===== config.mk =====
export PLATFORM = sky130hd
export DESIGN_NAME = word_match_top
export DESIGN_NICKNAME = d
export VERILOG_FILES = /design/src/verilog/wb_pkg.sv /design/src/verilog/match_pkg.sv /design/src/verilog/sram.sv /design/src/verilog/char_incr.sv /design/src/verilog/matcher.sv /design/src/verilog/wb_regs.sv /design/src/verilog/word_match_top.sv
export VERILOG_INCLUDE_DIRS = /design/src /design/src/verilog
export SDC_FILE = /design/constraint.sdc
export NUM_CORES = 1
export LEC_CHECK = 0
export BUFFER_PORTS_ARGS = -buffer_cell sky130_fd_sc_hd__buf_2
export CAP_MARGIN = 20
export CORE_UTILIZATION = 45
export CTS_CLUSTER_DIAMETER = 120
export DETAILED_ROUTE_END_ITERATION = 7
export MAX_ROUTING_LAYER = met4
export PLACE_DENSITY = 0.58
export SETUP_SLACK_MARGIN = 0.15
export SLEW_MARGIN = 5
export SYNTH_ARGS = -nofsm -noshare
export SYNTH_HDL_FRONTEND = slang
export SYNTH_HIERARCHICAL = 1
export SYNTH_SLANG_ARGS = --single-unit

===== constraint.sdc =====
create_clock -name clk -period 2.82 [get_ports clk]
set_input_delay 0 -clock clk [delete_from_list [all_inputs] [get_ports clk]]
set_output_delay 0 -clock clk [all_outputs]
set_load 0.1 [all_outputs]

===== src/verilog/matcher_consts.svh =====
`ifndef MATCHER_CONSTS_SVH
`define MATCHER_CONSTS_SVH

// character and memory geometry
`define DATA_WIDTH 8
`define VOCAB_ADDR_WIDTH 6
`define WORD_ADDR_WIDTH 4
`define INDEX_WIDTH 6

// wishbone bus widths
`define WB_ADDR_WIDTH 8
`define WB_DATA_WIDTH 8

// string terminator
`define NULL_CHAR 8'h00

// memory windows, vocab takes 64 bytes, query 16
`define VOCAB_BASE 8'h00
`define WORD_BASE 8'h40

// register map
`define CTRL_ADDR 8'h80
`define STATUS_ADDR 8'h81
`define RESULT_ADDR 8'h82

`endif


===== src/verilog/wb_pkg.sv =====
`include "matcher_consts.svh"

package wb_pkg;

    // one classic cycle request, held by the master until ack
    typedef struct packed {
        logic [`WB_ADDR_WIDTH-1:0] adr;
        logic [`WB_DATA_WIDTH-1:0] dat;
        logic                      we;
        logic                      stb;
        logic                      cyc;
    } wb_req_t;

    // slave reply, dat only meaningful while ack is high
    typedef struct packed {
        logic [`WB_DATA_WIDTH-1:0] dat;
        logic                      ack;
    } wb_rsp_t;

    // decoded access target
    typedef enum logic [2:0] {
        REGION_VOCAB,
        REGION_WORD,
        REGION_CTRL,
        REGION_STATUS,
        REGION_RESULT,
        REGION_NONE
    } wb_region_e;

endpackage


===== src/verilog/match_pkg.sv =====
`include "matcher_consts.svh"

package match_pkg;

    // walker states, fetch waits out the ram read latency
    typedef enum logic [2:0] {
        ST_IDLE,
        ST_FETCH,
        ST_COMPARE,
        ST_SKIP,
        ST_SKIP_FETCH,
        ST_DONE
    } match_state_e;

    // write into one of the two memories
    // the query ram only looks at the low address bits
    typedef struct packed {
        logic                         en;
        logic [`VOCAB_ADDR_WIDTH-1:0] addr;
        logic [`DATA_WIDTH-1:0]       data;
    } mem_wr_t;

    // search outcome
    typedef struct packed {
        logic                    found;
        logic [`INDEX_WIDTH-1:0] index;
    } match_result_t;

endpackage


===== src/verilog/sram.sv =====
`timescale 1ns/1ps

module sram #(
    parameter int depth_log2 = 6,
    parameter int width = 8
) (
    input  logic                  clk,
    input  match_pkg::mem_wr_t    wr,
    input  logic [depth_log2-1:0] rd_addr,
    output logic [width-1:0]      rd_data
);

    logic [width-1:0] mem [2**depth_log2];

    // write port, narrower rams drop the upper address bits
    always_ff @(posedge clk) begin
        if (wr.en) begin
            mem[wr.addr[depth_log2-1:0]] <= wr.data[width-1:0];
        end
    end

    // registered read, data one cycle after the address
    always_ff @(posedge clk) begin
        rd_data <= mem[rd_addr];
    end

endmodule


===== src/verilog/char_incr.sv =====
`timescale 1ns/1ps

module char_incr #(
    parameter int addr_width = 6
) (
    input  logic                  clk,
    input  logic                  rst,
    input  logic                  clear,
    input  logic                  step,
    output logic [addr_width-1:0] addr,
    output logic                  overflow
);

    logic at_last;

    assign at_last = (addr == {addr_width{1'b1}});

    // address counter, clear wins over step
    always_ff @(posedge clk) begin
        if (rst) begin
            addr <= '0;
        end else if (clear) begin
            addr <= '0;
        end else if (step) begin
            addr <= addr + 1'b1;
        end
    end

    // sticky flag, set when stepping off the last address
    always_ff @(posedge clk) begin
        if (rst) begin
            overflow <= 1'b0;
        end else if (clear) begin
            overflow <= 1'b0;
        end else if (step && at_last) begin
            overflow <= 1'b1;
        end
    end

endmodule


===== src/verilog/matcher.sv =====
`timescale 1ns/1ps

`include "matcher_consts.svh"

module matcher (
    input  logic                     clk,
    input  logic                     rst,
    input  logic                     start,
    input  logic [`DATA_WIDTH-1:0]   vocab_char,
    input  logic [`DATA_WIDTH-1:0]   word_char,
    input  logic                     vocab_overflow,
    output logic                     vocab_clear,
    output logic                     vocab_step,
    output logic                     word_clear,
    output logic                     word_step,
    output logic                     busy,
    output logic                     done_pulse,
    output match_pkg::match_result_t result
);

    import match_pkg::*;

    match_state_e state;
    match_state_e next_state;

    logic                    first_q;
    logic                    found_q;
    logic [`INDEX_WIDTH-1:0] idx_q;

    logic vocab_null;
    logic word_null;
    logic start_ok;
    logic hit;
    logic next_word;

    assign vocab_null = (vocab_char == `NULL_CHAR);
    assign word_null  = (word_char == `NULL_CHAR);

    // a new search may begin from idle or in the done cycle
    assign start_ok = start && (state == ST_IDLE || state == ST_DONE);

    assign busy       = (state != ST_IDLE) && (state != ST_DONE);
    assign done_pulse = (state == ST_DONE);
    assign result     = '{found: found_q, index: idx_q};

    always_comb begin
        next_state  = state;
        vocab_clear = 1'b0;
        vocab_step  = 1'b0;
        word_clear  = 1'b0;
        word_step   = 1'b0;
        hit         = 1'b0;
        next_word   = 1'b0;
        case (state)
            ST_IDLE, ST_DONE: begin
                if (start) begin
                    vocab_clear = 1'b1;
                    word_clear  = 1'b1;
                    next_state  = ST_FETCH;
                end else begin
                    next_state  = ST_IDLE;
                end
            end
            ST_FETCH: begin
                next_state = ST_COMPARE;
            end
            ST_COMPARE: begin
                // end of list, ran off memory, or empty query
                if (vocab_overflow || (first_q && (vocab_null || word_null))) begin
                    next_state = ST_DONE;
                end else if (vocab_char == word_char) begin
                    if (vocab_null) begin
                        hit        = 1'b1;
                        next_state = ST_DONE;
                    end else begin
                        vocab_step = 1'b1;
                        word_step  = 1'b1;
                        next_state = ST_FETCH;
                    end
                end else begin
                    // ram output holds, skip can test this same char
                    next_state = ST_SKIP;
                end
            end
            ST_SKIP: begin
                if (vocab_overflow) begin
                    next_state = ST_DONE;
                end else if (vocab_null) begin
                    // step past the terminator onto the next word
                    vocab_step = 1'b1;
                    word_clear = 1'b1;
                    next_word  = 1'b1;
                    next_state = ST_FETCH;
                end else begin
                    vocab_step = 1'b1;
                    next_state = ST_SKIP_FETCH;
                end
            end
            ST_SKIP_FETCH: begin
                next_state = ST_SKIP;
            end
            default: begin
                next_state = ST_IDLE;
            end
        endcase
    end

    always_ff @(posedge clk) begin
        if (rst) begin
            state   <= ST_IDLE;
            first_q <= 1'b0;
            found_q <= 1'b0;
            idx_q   <= '0;
        end else begin
            state <= next_state;
            if (start_ok) begin
                first_q <= 1'b1;
                found_q <= 1'b0;
                idx_q   <= '0;
            end else begin
                if (word_step) begin
                    first_q <= 1'b0;
                end
                if (next_word) begin
                    first_q <= 1'b1;
                    idx_q   <= idx_q + 1'b1;
                end
                if (hit) begin
                    found_q <= 1'b1;
                end
            end
        end
    end

endmodule


===== src/verilog/wb_regs.sv =====
`timescale 1ns/1ps

`include "matcher_consts.svh"

module wb_regs (
    input  logic                     clk,
    input  logic                     rst,
    input  wb_pkg::wb_req_t          req,
    output wb_pkg::wb_rsp_t          rsp,
    output match_pkg::mem_wr_t       vocab_wr,
    output match_pkg::mem_wr_t       word_wr,
    output logic                     start,
    input  logic                     busy,
    input  logic                     done_pulse,
    input  match_pkg::match_result_t result
);

    import wb_pkg::*;
    import match_pkg::*;

    wb_region_e region;

    logic                      ack_q;
    logic [`WB_DATA_WIDTH-1:0] rd_q;
    logic                      done_q;
    match_result_t             result_q;
    logic                      new_access;
    logic                      wr_access;
    logic [`WB_ADDR_WIDTH-1:0] word_off;
    logic [`WB_DATA_WIDTH-1:0] rd_mux;

    // first cycle of a request, ack not yet given
    assign new_access = req.cyc && req.stb && !ack_q;
    assign wr_access  = new_access && req.we;
    assign word_off   = req.adr - `WORD_BASE;

    always_comb begin
        if (req.adr >= `VOCAB_BASE && req.adr < `WORD_BASE) begin
            region = REGION_VOCAB;
        end else if (req.adr >= `WORD_BASE &&
                     req.adr < `WORD_BASE + (1 << `WORD_ADDR_WIDTH)) begin
            region = REGION_WORD;
        end else if (req.adr == `CTRL_ADDR) begin
            region = REGION_CTRL;
        end else if (req.adr == `STATUS_ADDR) begin
            region = REGION_STATUS;
        end else if (req.adr == `RESULT_ADDR) begin
            region = REGION_RESULT;
        end else begin
            region = REGION_NONE;
        end
    end

    // memories are write-only, they read back as zero
    always_comb begin
        case (region)
            REGION_STATUS: rd_mux = {5'b0, result_q.found, done_q, busy};
            REGION_RESULT: rd_mux = {{(`WB_DATA_WIDTH - `INDEX_WIDTH){1'b0}}, result_q.index};
            default:       rd_mux = '0;
        endcase
    end

    always_ff @(posedge clk) begin
        if (rst) begin
            ack_q <= 1'b0;
            start <= 1'b0;
        end else begin
            ack_q <= new_access;
            start <= wr_access && region == REGION_CTRL && req.dat[0] && !busy;
        end
    end

    always_ff @(posedge clk) begin
        if (new_access) begin
            rd_q <= rd_mux;
        end
    end

    // window writes land in the ack cycle, dropped while searching
    always_ff @(posedge clk) begin
        if (rst) begin
            vocab_wr.en <= 1'b0;
            word_wr.en  <= 1'b0;
        end else begin
            vocab_wr.en <= wr_access && region == REGION_VOCAB && !busy;
            word_wr.en  <= wr_access && region == REGION_WORD && !busy;
        end
        vocab_wr.addr <= req.adr[`VOCAB_ADDR_WIDTH-1:0];
        vocab_wr.data <= req.dat;
        word_wr.addr  <= word_off[`VOCAB_ADDR_WIDTH-1:0];
        word_wr.data  <= req.dat;
    end

    // sticky done and latched result for status reads
    always_ff @(posedge clk) begin
        if (rst) begin
            done_q   <= 1'b0;
            result_q <= '0;
        end else if (start) begin
            done_q <= 1'b0;
        end else if (done_pulse) begin
            done_q   <= 1'b1;
            result_q <= result;
        end
    end

    assign rsp = '{dat: rd_q, ack: ack_q};

endmodule


===== src/verilog/word_match_top.sv =====
`timescale 1ns/1ps

`include "matcher_consts.svh"

module word_match_top (
    input  logic            clk,
    input  logic            rst,
    input  wb_pkg::wb_req_t wb_req,
    output wb_pkg::wb_rsp_t wb_rsp
);

    import match_pkg::*;

    mem_wr_t       vocab_wr;
    mem_wr_t       word_wr;
    match_result_t result;

    logic start;
    logic busy;
    logic done_pulse;

    logic [`VOCAB_ADDR_WIDTH-1:0] vocab_addr;
    logic [`WORD_ADDR_WIDTH-1:0]  word_addr;
    logic [`DATA_WIDTH-1:0]       vocab_char;
    logic [`DATA_WIDTH-1:0]       word_char;

    logic vocab_overflow;
    logic vocab_clear;
    logic vocab_step;
    logic word_clear;
    logic word_step;

    wb_regs wb_regs_i (
        .clk        (clk),
        .rst        (rst),
        .req        (wb_req),
        .rsp        (wb_rsp),
        .vocab_wr   (vocab_wr),
        .word_wr    (word_wr),
        .start      (start),
        .busy       (busy),
        .done_pulse (done_pulse),
        .result     (result)
    );

    sram #(
        .depth_log2 (`VOCAB_ADDR_WIDTH),
        .width      (`DATA_WIDTH)
    ) vocab_ram (
        .clk     (clk),
        .wr      (vocab_wr),
        .rd_addr (vocab_addr),
        .rd_data (vocab_char)
    );

    sram #(
        .depth_log2 (`WORD_ADDR_WIDTH),
        .width      (`DATA_WIDTH)
    ) word_ram (
        .clk     (clk),
        .wr      (word_wr),
        .rd_addr (word_addr),
        .rd_data (word_char)
    );

    char_incr #(
        .addr_width (`VOCAB_ADDR_WIDTH)
    ) vocab_incr (
        .clk      (clk),
        .rst      (rst),
        .clear    (vocab_clear),
        .step     (vocab_step),
        .addr     (vocab_addr),
        .overflow (vocab_overflow)
    );

    // query always ends in a terminator, its overflow goes nowhere
    char_incr #(
        .addr_width (`WORD_ADDR_WIDTH)
    ) word_incr (
        .clk      (clk),
        .rst      (rst),
        .clear    (word_clear),
        .step     (word_step),
        .addr     (word_addr),
        .overflow ()
    );

    matcher matcher_i (
        .clk            (clk),
        .rst            (rst),
        .start          (start),
        .vocab_char     (vocab_char),
        .word_char      (word_char),
        .vocab_overflow (vocab_overflow),
        .vocab_clear    (vocab_clear),
        .vocab_step     (vocab_step),
        .word_clear     (word_clear),
        .word_step      (word_step),
        .busy           (busy),
        .done_pulse     (done_pulse),
        .result         (result)
    );

endmodule


; ---- Word level (Yosys, flattened, before mapping)
; Memories as Yosys holds them, arrays and structs flattened. A register that Yosys moved wholly into a read port is not among the register bits.
; Index checks and enable logic that the tools add are counted.
[totals]
mem_bits_rw = 640
memories = 2
input_bits = 21
ff_bits = 60
output_inout_bits = 9
word_cells = 112
[classes]
n_lt_le_gt_ge = 4
addsub = 4
n_mux = 35
n_reduce_logical = 33
n_bitwise = 1
n_eq_ne = 15
[mem_list]
columns = name, depth, width, rd, rd_clocked_by_memory_dff, wr, line_no
row1 = vocab_ram.mem, 64, 8, 1, 1, 1, sram.sv:13  ; logic [width-1:0] mem [2**depth_log2];
row2 = word_ram.mem, 16, 8, 1, 1, 1, sram.sv:13
[ops]
columns = op, count
row1 = $mux 3, 9
row2 = $eq 8x8->1 const B, 3
row3 = $mux 1, 22
row4 = $logic_and 1x1->1, 16
row5 = $logic_not 8->1, 2
row6 = $lt 8x7->1 const B, 2
row7 = $pmux 3 s5, 1
row8 = $add 6x1->6 const B, 2
row9 = $eq 3x2->1 const B, 4
row10 = $pmux 6 s2, 1
row11 = $reduce_or 2->1, 5
row12 = $eq 3x3->1 const B, 3
row13 = $eq 8x8->1, 1
row14 = $ge 8x1->1 const B, 1
row15 = $ge 8x7->1 const B, 1
row16 = $eq 3x1->1 const B, 2
row17 = $eq 6x6->1 const B, 1
row18 = $logic_not 3->1, 2
row19 = $reduce_bool 3->1, 2
row20 = $add 4x1->4 const B, 1
row21 = $pmux 1 s2, 2
row22 = $sub 4x1->4 const B, 1
row23 = $logic_or 1x1->1, 3
row24 = $ne 3x3->1 const B, 1
row25 = 3 further kinds, 4

; ---- Logic depth before layout (Yosys ltp)
; Gate-level depths: netlist (run 1).
[depth]
word_depth = 10
ltp_mapped = 9
mapped_depth_nobuf = 7

; ---- Modules after synthesis
; Netlist (run 1), hierarchy kept.
[by_module_without_submodules]
columns = mod, n_inst, cells_per_inst, seq_area_each_um2, area_each_um2
row1 = sram (vocab_ram), 1, 940, 15534.9, 20166.8
row2 = sram (word_ram), 1, 229, 4003.8, 5147.4
row3 = wb_regs, 1, 94, 700.7, 1114.8
row4 = matcher, 1, 89, 220.2, 721.9
row5 = char_incr (vocab_incr), 1, 31, 140.1, 287.8
row6 = char_incr (word_incr), 1, 20, 100.1, 245.2

; ---- Worst setup path after synthesis (run 1)
; No wires, ideal clock.
[synth_timing]
path_kind = register to register
from = register vocab_incr.addr[0]
to = register vocab_ram.rd_data[3], read port of vocab_ram.mem
period_less_slack_ps = 2089
n_path_buf = 2
path_slack_ps = 731
required_ps = 2692
arrival_time_ps = 1961
setup_ps = 128
path_stages_with_launch = 7
path_cell_list = dfxtp_1 -> buf_6 -> buf_4 -> mux4_2 -> mux4_2 -> o21ai_1 -> o41ai_1
[synth_rtl]
columns = element, line_no
row1 = "start, declared", char_incr.sv:10  ; output logic [addr_width-1:0] addr,
row2 = "start signal, assigned", char_incr.sv:25  ; addr <= addr + 1'b1;
row3 = "end, declared", sram.sv:10  ; output logic [width-1:0] rd_data

==> impl_results.md, run 1 <==
- Status: finished, final reports clean
- Max Transition Viols Final: 0
- Peak supply drop: 0.6651 mV
- Die width: 249.8 um
- Startpoint types: register
- Clk slew on worst S/H paths: 0.06 ns
- Headroom to the max-slew limit: 41.75%
- RSZ-0062 raised after global routing: false
- Antenna diode count: 0
- # fillers: 4617
- CTS buffer count: 74
- IO Pins: 30
- Power density cells: 673.5 mW/mm^2
- Synthesized instance count: 1398
- Area delta synth->final: 16.06%
- Port bufs: 27
- CTS H-tree depth: 3
- Initial core utilization: 45.70%
- Clk_lat worst skew: 0.61 ns
- Post-route minimum period: 2.488 ns
- Die Footprint: 0.06241 mm^2
- GRT overflow: 0
- Yosys warns: 6
- Crit-path cells: buf_4, mux4_2, o22ai_1, o41ai_1
- Max Root-Sink Buffers: 3
- Design area: 0.03207 mm^2
- RePlAce Congestion: 0.8323
- Number of global-route vias before repair: 14190
- Tot GR Track Use: 20.72%
- Root buffer cell: clkbuf_16
- CP max stage cell: dfxtp_4
- Worst Path Required: 3.26 ns
- Wirelength per Cell: 25.23 um
- Die span in y: 249.8 um
- Synth Cell Area: 0.02764 mm^2
- Final WL: 61.17 mm
- Worst path max stage delay: 0.70 ns
- Worst Tran Pin Value: 0.8737 ns
- Post-placement cell area: 0.02935 mm^2
- Crit path max-delay family: compound AO/OA/AOI/OAI gates
- Max-Cap Viols: 0
- Fmax: 0.4020 GHz
- First-pass GRT wire length: 92.34 mm
- Worst Hold Class: in -> reg
- Via count: 13890
- Worst slack, placed: 0.2818 ns
- Worst path bufs/invs: 1
- Setup Viol. Count Final: 0
- Post-DP HPWL: 38.62 mm
- CORE AREA: 0.06047 mm^2
- Post-route ant nets: 0
- Layout Nets: 1605
- Sink Count: 710
- Setup TNS: 0 ns
- DRC: 0
- Worst Skew: 0.02325 ns
- Final worst slack: 0.3322 ns
- Layout cells sized above 1: 27.65%
- TritonCTS clock tree: yes
- Critical path class: reg -> reg
- Rows: 90
- Syn_area_per_cell: 19.77 um^2
- Crit. End Element: register
- Via density: 5.730
- DR pass1 iterations: 7
- Worst Path Max Fanout: 34
- Initial antenna violation count: 0
- Final worst-path cycle share: 88.22%
- Pleak: 10.11 nW
- Pin count of the biggest net entering global routing: 81
- Final hold vios: 0
- Critical path arrival: 2.93 ns
- Drt initial violations: 1366
-- power breakdown --
group          internal, mW  total, mW  switching (mW)
clock                  5.81       9.79            3.98
sequential             11.5       11.6          0.0722
combinational        0.0687      0.264           0.196
-- metal layers --
metal | global-route usage [%] | part of all wire (%)
met5 | - | 0
met3 | 3.191 | 5.9
met1 | 28.69 | 43
met4 | 6.279 | 2.1
met2 | 31.85 | 49
-- cell usage in the layout (no fill, tap or decap), types with 4 or more instances in the layout --
master / count
a211oi_1: 4
a21oi_1: 8
a221oi_1: 7
a22oi_1: 22
and3_1: 5
buf_12: 10
buf_2: 27
buf_4: 126
bufinv_16: 9
clkbuf_1: 17
clkbuf_16: 76
clkinv_1: 14
clkinv_2: 10
clkinvlp_4: 4
dfxtp_1: 51
dfxtp_2: 10
dlygate4sd3_1: 27
edfxtp_1: 646
inv_6: 4
mux2_2: 13
mux2i_1: 32
mux4_1: 14
mux4_2: 144
nand2_1: 41
nand2b_1: 10
nand3_1: 18
nand3b_1: 9
nand4_1: 5
nor2_1: 124
nor2b_1: 18
nor3_1: 20
nor4_1: 5
o21ai_0: 7
o221ai_1: 8
o22ai_1: 8
xor2_1: 14
-- metrics by stage --
step	power (mW)	cells	utilization, %	hold WS, ns
2_1_floorplan	11.88	1399	-	0.02772
3_3_place_gp	12.00	2260	48.54	0.1025
3_5_place_dp	12.02	2260	48.54	0.1035
4_1_cts	21.83	2424	53.04	0.009334
5_1_grt	22.22	2424	53.04	0.02664
6_report	21.60	2424	53.04	0.04238
-- final cells by class --
class	instances	area, um^2	share of cell area, %
Inverter	3	11.26	0.03511
Tap cell	782	978.4	3.051
Multi-Input combinational cell	602	6380	19.89
Sequential cell	710	20700	64.55
Clock buffer	93	1966	6.129
Timing Repair Buffer	190	1551	4.837
Clock inverter	44	483.0	1.506
-- state kept, by name, indices dropped and copies added, names as in the netlist, 3 cells and up --
signal,count
word_incr/addr,4
matcher_i/idx_q,6
word_ram/rd_data,8
vocab_ram/mem,512
vocab_incr/addr,6
matcher_i/state,3
wb_regs_i/word_wr,15
word_ram/mem,128
wb_regs_i/result_q,7
wb_regs_i/rd_q,6
vocab_ram/rd_data,8
-- worst paths after layout --
kind,from,end,slack (ns),cells past startpoint
worst max-delay path,vocab_incr/addr[2]$_SDFFE_PP0P_,vocab_ram/rd_data[5]$_DFF_P_,0.33,4
worst min-delay path,wb_req[4],wb_regs_i/word_wr[1]$_DFF_P_,0.04,2
worst max register to register,vocab_incr/addr[2]$_SDFFE_PP0P_,vocab_ram/rd_data[5]$_DFF_P_,0.33,4
worst min register to register,matcher_i/idx_q[1]$_SDFFE_PP0P_,matcher_i/idx_q[1]$_SDFFE_PP0P_,0.49,2
-- repair_timing --
| action | 4_1_cts | 5_1_grt |
|---|---|---|
| hold buffers | 27 | 0 |
| gates resized for setup | 0 | 0 |
| setup buffers | 0 | 0 |
| endpoints found under the hold margin | 46 | 0 |
-- worst reg2reg max path: stages (launching register included) --
cell     delay (ns)
dfxtp_4        0.70
buf_4          0.51
mux4_2         0.31
o22ai_1        0.16
o41ai_1        0.64
No activity file was read; power rests on OpenSTA's default activity.
==> run 2: changes to the inputs <==
- CORE_UTILIZATION: 45 -> 35
- PLACE_DENSITY: 0.58 -> 0.47
==> run 2 against run 1 <==
Effect of this change:
- design area rose by 1.7%
- utilization fell by 11 points
- final cell count rose by 12%
- sequential cell count did not move
- first-iteration DRC count fell by 29%
- fmax fell by 2.2%
- critical endpoint is now vocab_ram/rd_data[3]$_DFF_P_
- sequential share of layout area fell by 1.1 points
- register-to-register slack got worse by 0.06 ns
- wire length rose by 8.6%
==> impl_results.md, run 2 (synthesis results as in run 1) <==
- Status: finished, final reports clean
- Most common cell after layout, fill and taps aside: edfxtp_1
- Tightest hold margin: 0.02486 ns
- Worst path max stage delay: 0.59 ns
- Crit-path cells: buf_12, mux4_2, mux4_2, o21ai_1, o41ai_1
- Fin cells: 2703
- Die width: 283.0 um
- Max Root-Sink Buffers: 3
- Post-placement cell area: 0.02974 mm^2
- Die span in y: 283.0 um
- Rows: 102
- Layout cells sized above 1: 28.56%
- Die Footprint: 0.08009 mm^2
- Port bufs: 27
- Number of global-route vias before repair: 14390
- # fillers: 6890
- Tot GR Track Use: 17.12%
- Clk slew on worst S/H paths: 0.06 ns
- Crit. End Element: register
- RePlAce Congestion: 0.8068
- Final worst-path cycle share: 90.23%
- CORE AREA: 0.07785 mm^2
- IO Pins: 30
- Worst Tran Pin Value: 1.022 ns
- TritonCTS clock tree: yes
- Storage element area: 0.02070 mm^2
- Design area: 0.03261 mm^2
- Post-route minimum period: 2.545 ns
- Worst Path Required: 3.28 ns
- Multi-input gate area in the final layout: 0.006381 mm^2
- Peak supply drop: 0.4097 mV
- RSZ-0062 raised after global routing: false
- Critical path class: reg -> reg
- DP Cell Count: 2530
- Max-Cap Viols: 0
- Worst Hold Class: in -> reg
- CP max stage cell: mux4_2
- Final WL: 66.41 mm
- Startpoint types: register
- Post-route ant nets: 0
- Final worst slack: 0.2754 ns
- Max reg flops: 512
- Power density cells: 675.3 mW/mm^2
- Setup TNS: 0 ns
- Max Transition Viols Final: 0
- Clk_lat worst skew: 0.62 ns
- Wirelength per Cell: 24.57 um
- Via density: 5.119
- Setup Viol. Count Final: 0
- Layout Utilization: 41.89%
- Final hold vios: 0
- Worst slack, placed: 0.1338 ns
- Layout Nets: 1623
- Critical path arrival: 3.00 ns
- Sink Count: 710
- Headroom to the max-slew limit: 31.88%
- Via count: 13840
- CTS H-tree depth: 3
- Setup bufs post-CTS: 0
- First-pass GRT wire length: 97.78 mm
- GRT overflow: 0
- Most frequent cells in the layout: edfxtp_1, mux4_2, buf_4
- Worst Skew: 0.02520 ns
- Root buffer cell: clkbuf_16
- DRC: 0
- Initial antenna violation count: 1
- Area delta synth->final: 18.00%
- Drt initial violations: 973
- Post-DP HPWL: 42.09 mm
- Pleak: 10.23 nW
- Pin count of the biggest net entering global routing: 81
- Worst Path Max Fanout: 34
- Crit path top cell by count: mux4_2
- Fmax: 0.3930 GHz
- Initial core utilization: 35.50%
- DR pass1 iterations: 4
- CTS buffer count: 79
- Antenna diode count: 0
- Overall power: 22.02 mW
[run 2: cell types whose count changed in the layout (fill, tap and decap cells not counted), sizes merged]
cell / before / now
clkbuf: 93 / 107
buf: 163 / 175
clkinv: 26 / 22
bufinv: 9 / 6
clkinvlp: 4 / 6
dlygate4sd3: 27 / 28
inv: 8 / 7
[run 2: layout make-up]
| type | instances | share of cell area [%] |
|---|---|---|
| Sequential cell | 710 | 63.49 |
| Multi-Input combinational cell | 602 | 19.57 |
| Clock buffer | 107 | 6.795 |
| Timing Repair Buffer | 203 | 4.988 |
| Tap cell | 1040 | 3.990 |
| Clock inverter | 38 | 1.136 |
| Inverter | 3 | 0.03453 |
[run 2: report_power, final]
part	total, mW	internal [mW]	switching (mW)
logic	0.274	0.0650	0.209
clock network	10.2	6.07	4.14
registers	11.5	11.5	0.0583
[run 2: final timing paths]
path              depth (start not counted)  slack, ns                            endpoint                               start
setup / recovery                          5       0.28        vocab_ram/rd_data[3]$_DFF_P_     vocab_incr/addr[0]$_SDFFE_PP0P_
hold / removal                            2       0.02        wb_regs_i/word_wr[2]$_DFF_P_                           wb_req[5]
setup reg to reg                          5       0.28        vocab_ram/rd_data[3]$_DFF_P_     vocab_incr/addr[0]$_SDFFE_PP0P_
hold reg to reg                           2       0.50  wb_regs_i/result_q[1]$_SDFFE_PP0P_  wb_regs_i/result_q[1]$_SDFFE_PP0P_
[run 2: metal layers]
metal | vias up | global-route usage, % | share of wire, %
met5 | - | - | 0
met4 | 0 | 4.484 | 1.7
met3 | 86 | 2.617 | 4.2
met2 | 275 | 26.80 | 48
met1 | 7371 | 23.35 | 46
li1 | 6105 | - | -
[run 2: what timing repair did]
| item | CTS | global route |
|---|---|---|
| resized for setup | 1 | 1 |
| hold endpoints to repair | 47 | 0 |
| setup endpoints to repair | 1 | 1 |
| hold buffers | 28 | 0 |
[run 2: worst max-delay path, delay by kind of cell (launching register included)]
| kind | cells | cell delay (ns) |
|---|---|---|
| flops | 1 | 0.38 |
| mux | 2 | 1.14 |
| compound gates | 2 | 0.56 |
| buf+inv | 1 | 0.27 |
==> run 3: changes to the inputs <==
--- a/config.mk
+++ b/config.mk
@@ -9,3 +9,3 @@
 export BUFFER_PORTS_ARGS = -buffer_cell sky130_fd_sc_hd__buf_2
-export CAP_MARGIN = 20
+export CAP_MARGIN = 10
 export CORE_UTILIZATION = 35
==> constraint.sdc (replaced) <==
create_clock -name clk -period 2.82 [get_ports clk]
set_input_delay 0.423 -clock clk [delete_from_list [all_inputs] [get_ports clk]]
set_output_delay 0.423 -clock clk [all_outputs]
set_load 0.1 [all_outputs]
==> run 3 against run 2 <==
Effect of this change:
- fmax rose by 0.31%
- global-route usage about the same
- count of clock-buffer cells in the layout unchanged
- sequential power about the same
- critical path type unchanged
- highest routed layer unchanged
==> impl_results.md, run 3 (synthesis results as in run 1) <==
- GRT overflow: 0
- Antenna diode count: 0
- Root buffer cell: clkbuf_16
- DRC: 0
- Max Transition Viols Final: 0
- Most common cell after layout, fill and taps aside: edfxtp_1
- Max reg flops: 512
- Most frequent cells in the layout: edfxtp_1, mux4_2, buf_4
- Max Root-Sink Buffers: 3
- Setup TNS: 0 ns
- Die width: 283.0 um
- Final WL: 66.15 mm
- Clk slew on worst S/H paths: 0.06 ns
- Via count: 13750
- Setup Viol. Count Final: 0
- Post-route minimum period: 2.537 ns
- IO Pins: 30
- TritonCTS clock tree: yes
- Startpoint types: register
- Rows: 102
- Die span in y: 283.0 um
- Pleak: 10.17 nW
- DR pass1 iterations: 6
- Worst Hold Class: in -> reg
- RSZ-0062 raised after global routing: false
- Worst Path Required: 3.28 ns
- Tot GR Track Use: 17.09%
- Critical path arrival: 3.00 ns
- Layout Nets: 1609
- Port bufs: 27
- RePlAce Congestion: 0.8068
- Worst Tran Pin Value: 1.021 ns
- Crit. End Element: register
- Final worst-path cycle share: 89.96%
- Wirelength per Cell: 24.60 um
- First-pass GRT wire length: 97.61 mm
- Max-Cap Viols: 0
- Drt initial violations: 872
- Die Footprint: 0.08009 mm^2
- Crit path top cell by count: mux4_2
- Critical path class: reg -> reg
- CP max stage cell: mux4_2
- Fmax: 0.3942 GHz
- Post-route ant nets: 0
- Setup bufs post-CTS: 0
- CTS H-tree depth: 3
- Worst Skew: 0.02469 ns
- Sink Count: 710
- Post-DP HPWL: 42.09 mm
- Worst Path Max Fanout: 34
- Peak supply drop: 0.5026 mV
- Pin count of the biggest net entering global routing: 81
- Initial antenna violation count: 1
- Worst path bufs/invs: 1
- Number of global-route vias before repair: 14350
- Layout cells sized above 1: 28.81%
- Crit path max-delay family: multiplexers
- Crit-path cells: buf_12, mux4_2, mux4_2, o21ai_1, o41ai_1
- Final hold vios: 0
- Power density cells: 678.0 mW/mm^2
- Clk_lat worst skew: 0.62 ns
- Headroom to the max-slew limit: 31.96%
- Status: finished, final reports clean
- Initial core utilization: 35.50%
- Area delta synth->final: 17.49%
- CTS buffer count: 79
- CORE AREA: 0.07785 mm^2
- Layout Utilization: 41.71%
- Worst path max stage delay: 0.59 ns
- Via density: 5.112
## run 3: cell count changes in the layout (fill, tap and decap cells not counted), sizes merged
cell         change
dlygate4sd3     -14
## run 3: final timing paths
check | to | slack [ns] | start | cells after the start
setup / recovery | vocab_ram/rd_data[3]$_DFF_P_ | 0.28 | vocab_incr/addr[0]$_SDFFE_PP0P_ | 5
hold / removal | wb_regs_i/word_wr[14]$_SDFF_PP0_ | 0.05 | wb_req[18] | 2
setup reg to reg | vocab_ram/rd_data[3]$_DFF_P_ | 0.28 | vocab_incr/addr[0]$_SDFFE_PP0P_ | 5
hold reg to reg | matcher_i/idx_q[5]$_SDFFE_PP0P_ | 0.50 | matcher_i/idx_q[5]$_SDFFE_PP0P_ | 2
## run 3: report_power, final
part | internal [mW] | total [mW] | switching [mW]
sequential | 11.5 | 11.5 | 0.0580
clock | 6.07 | 10.2 | 4.14
combinational | 0.0545 | 0.262 | 0.208
## run 3: final cells by class
class	instances	area, um^2
fill	6903	45380
timing repair buffer	189	1486
tap	1040	1301
inverter	3	11.26
clock buffer	107	2216
sequential	710	20700
clock inverter	38	370.4
multi-input combinational	602	6381
## run 3: stage by stage
stage	total power [mW]	worst slack [ns]	instance area (um^2)	instances	hold slack, ns
floorplan	11.88	0.7308	27640	1399	0.4415
global route	22.67	0.2034	32470	2689	0.03317
global placement	12.01	0.01075	29740	2530	0.4823
CTS	22.25	0.1760	32470	2689	0.01023
detailed placement	12.02	0.1338	29740	2530	0.4856
finish	22.01	0.2832	32470	2689	0.04983
## run 3: metal layers
layer / global-route usage (%) / vias up / share of wire, %
li1: - / 6079 / -
met1: 23.32 / 7293 / 45
met2: 26.74 / 288 / 48
met3: 2.617 / 86 / 4.5
met4: 4.484 / 0 / 1.7
met5: - / - / 0
## run 3: what timing repair did
action | in CTS | in global routing
resized for setup | 1 | 1
endpoints found under the hold margin | 14 | 0
hold buffers | 14 | 0
endpoints found under the setup margin | 1 | 1
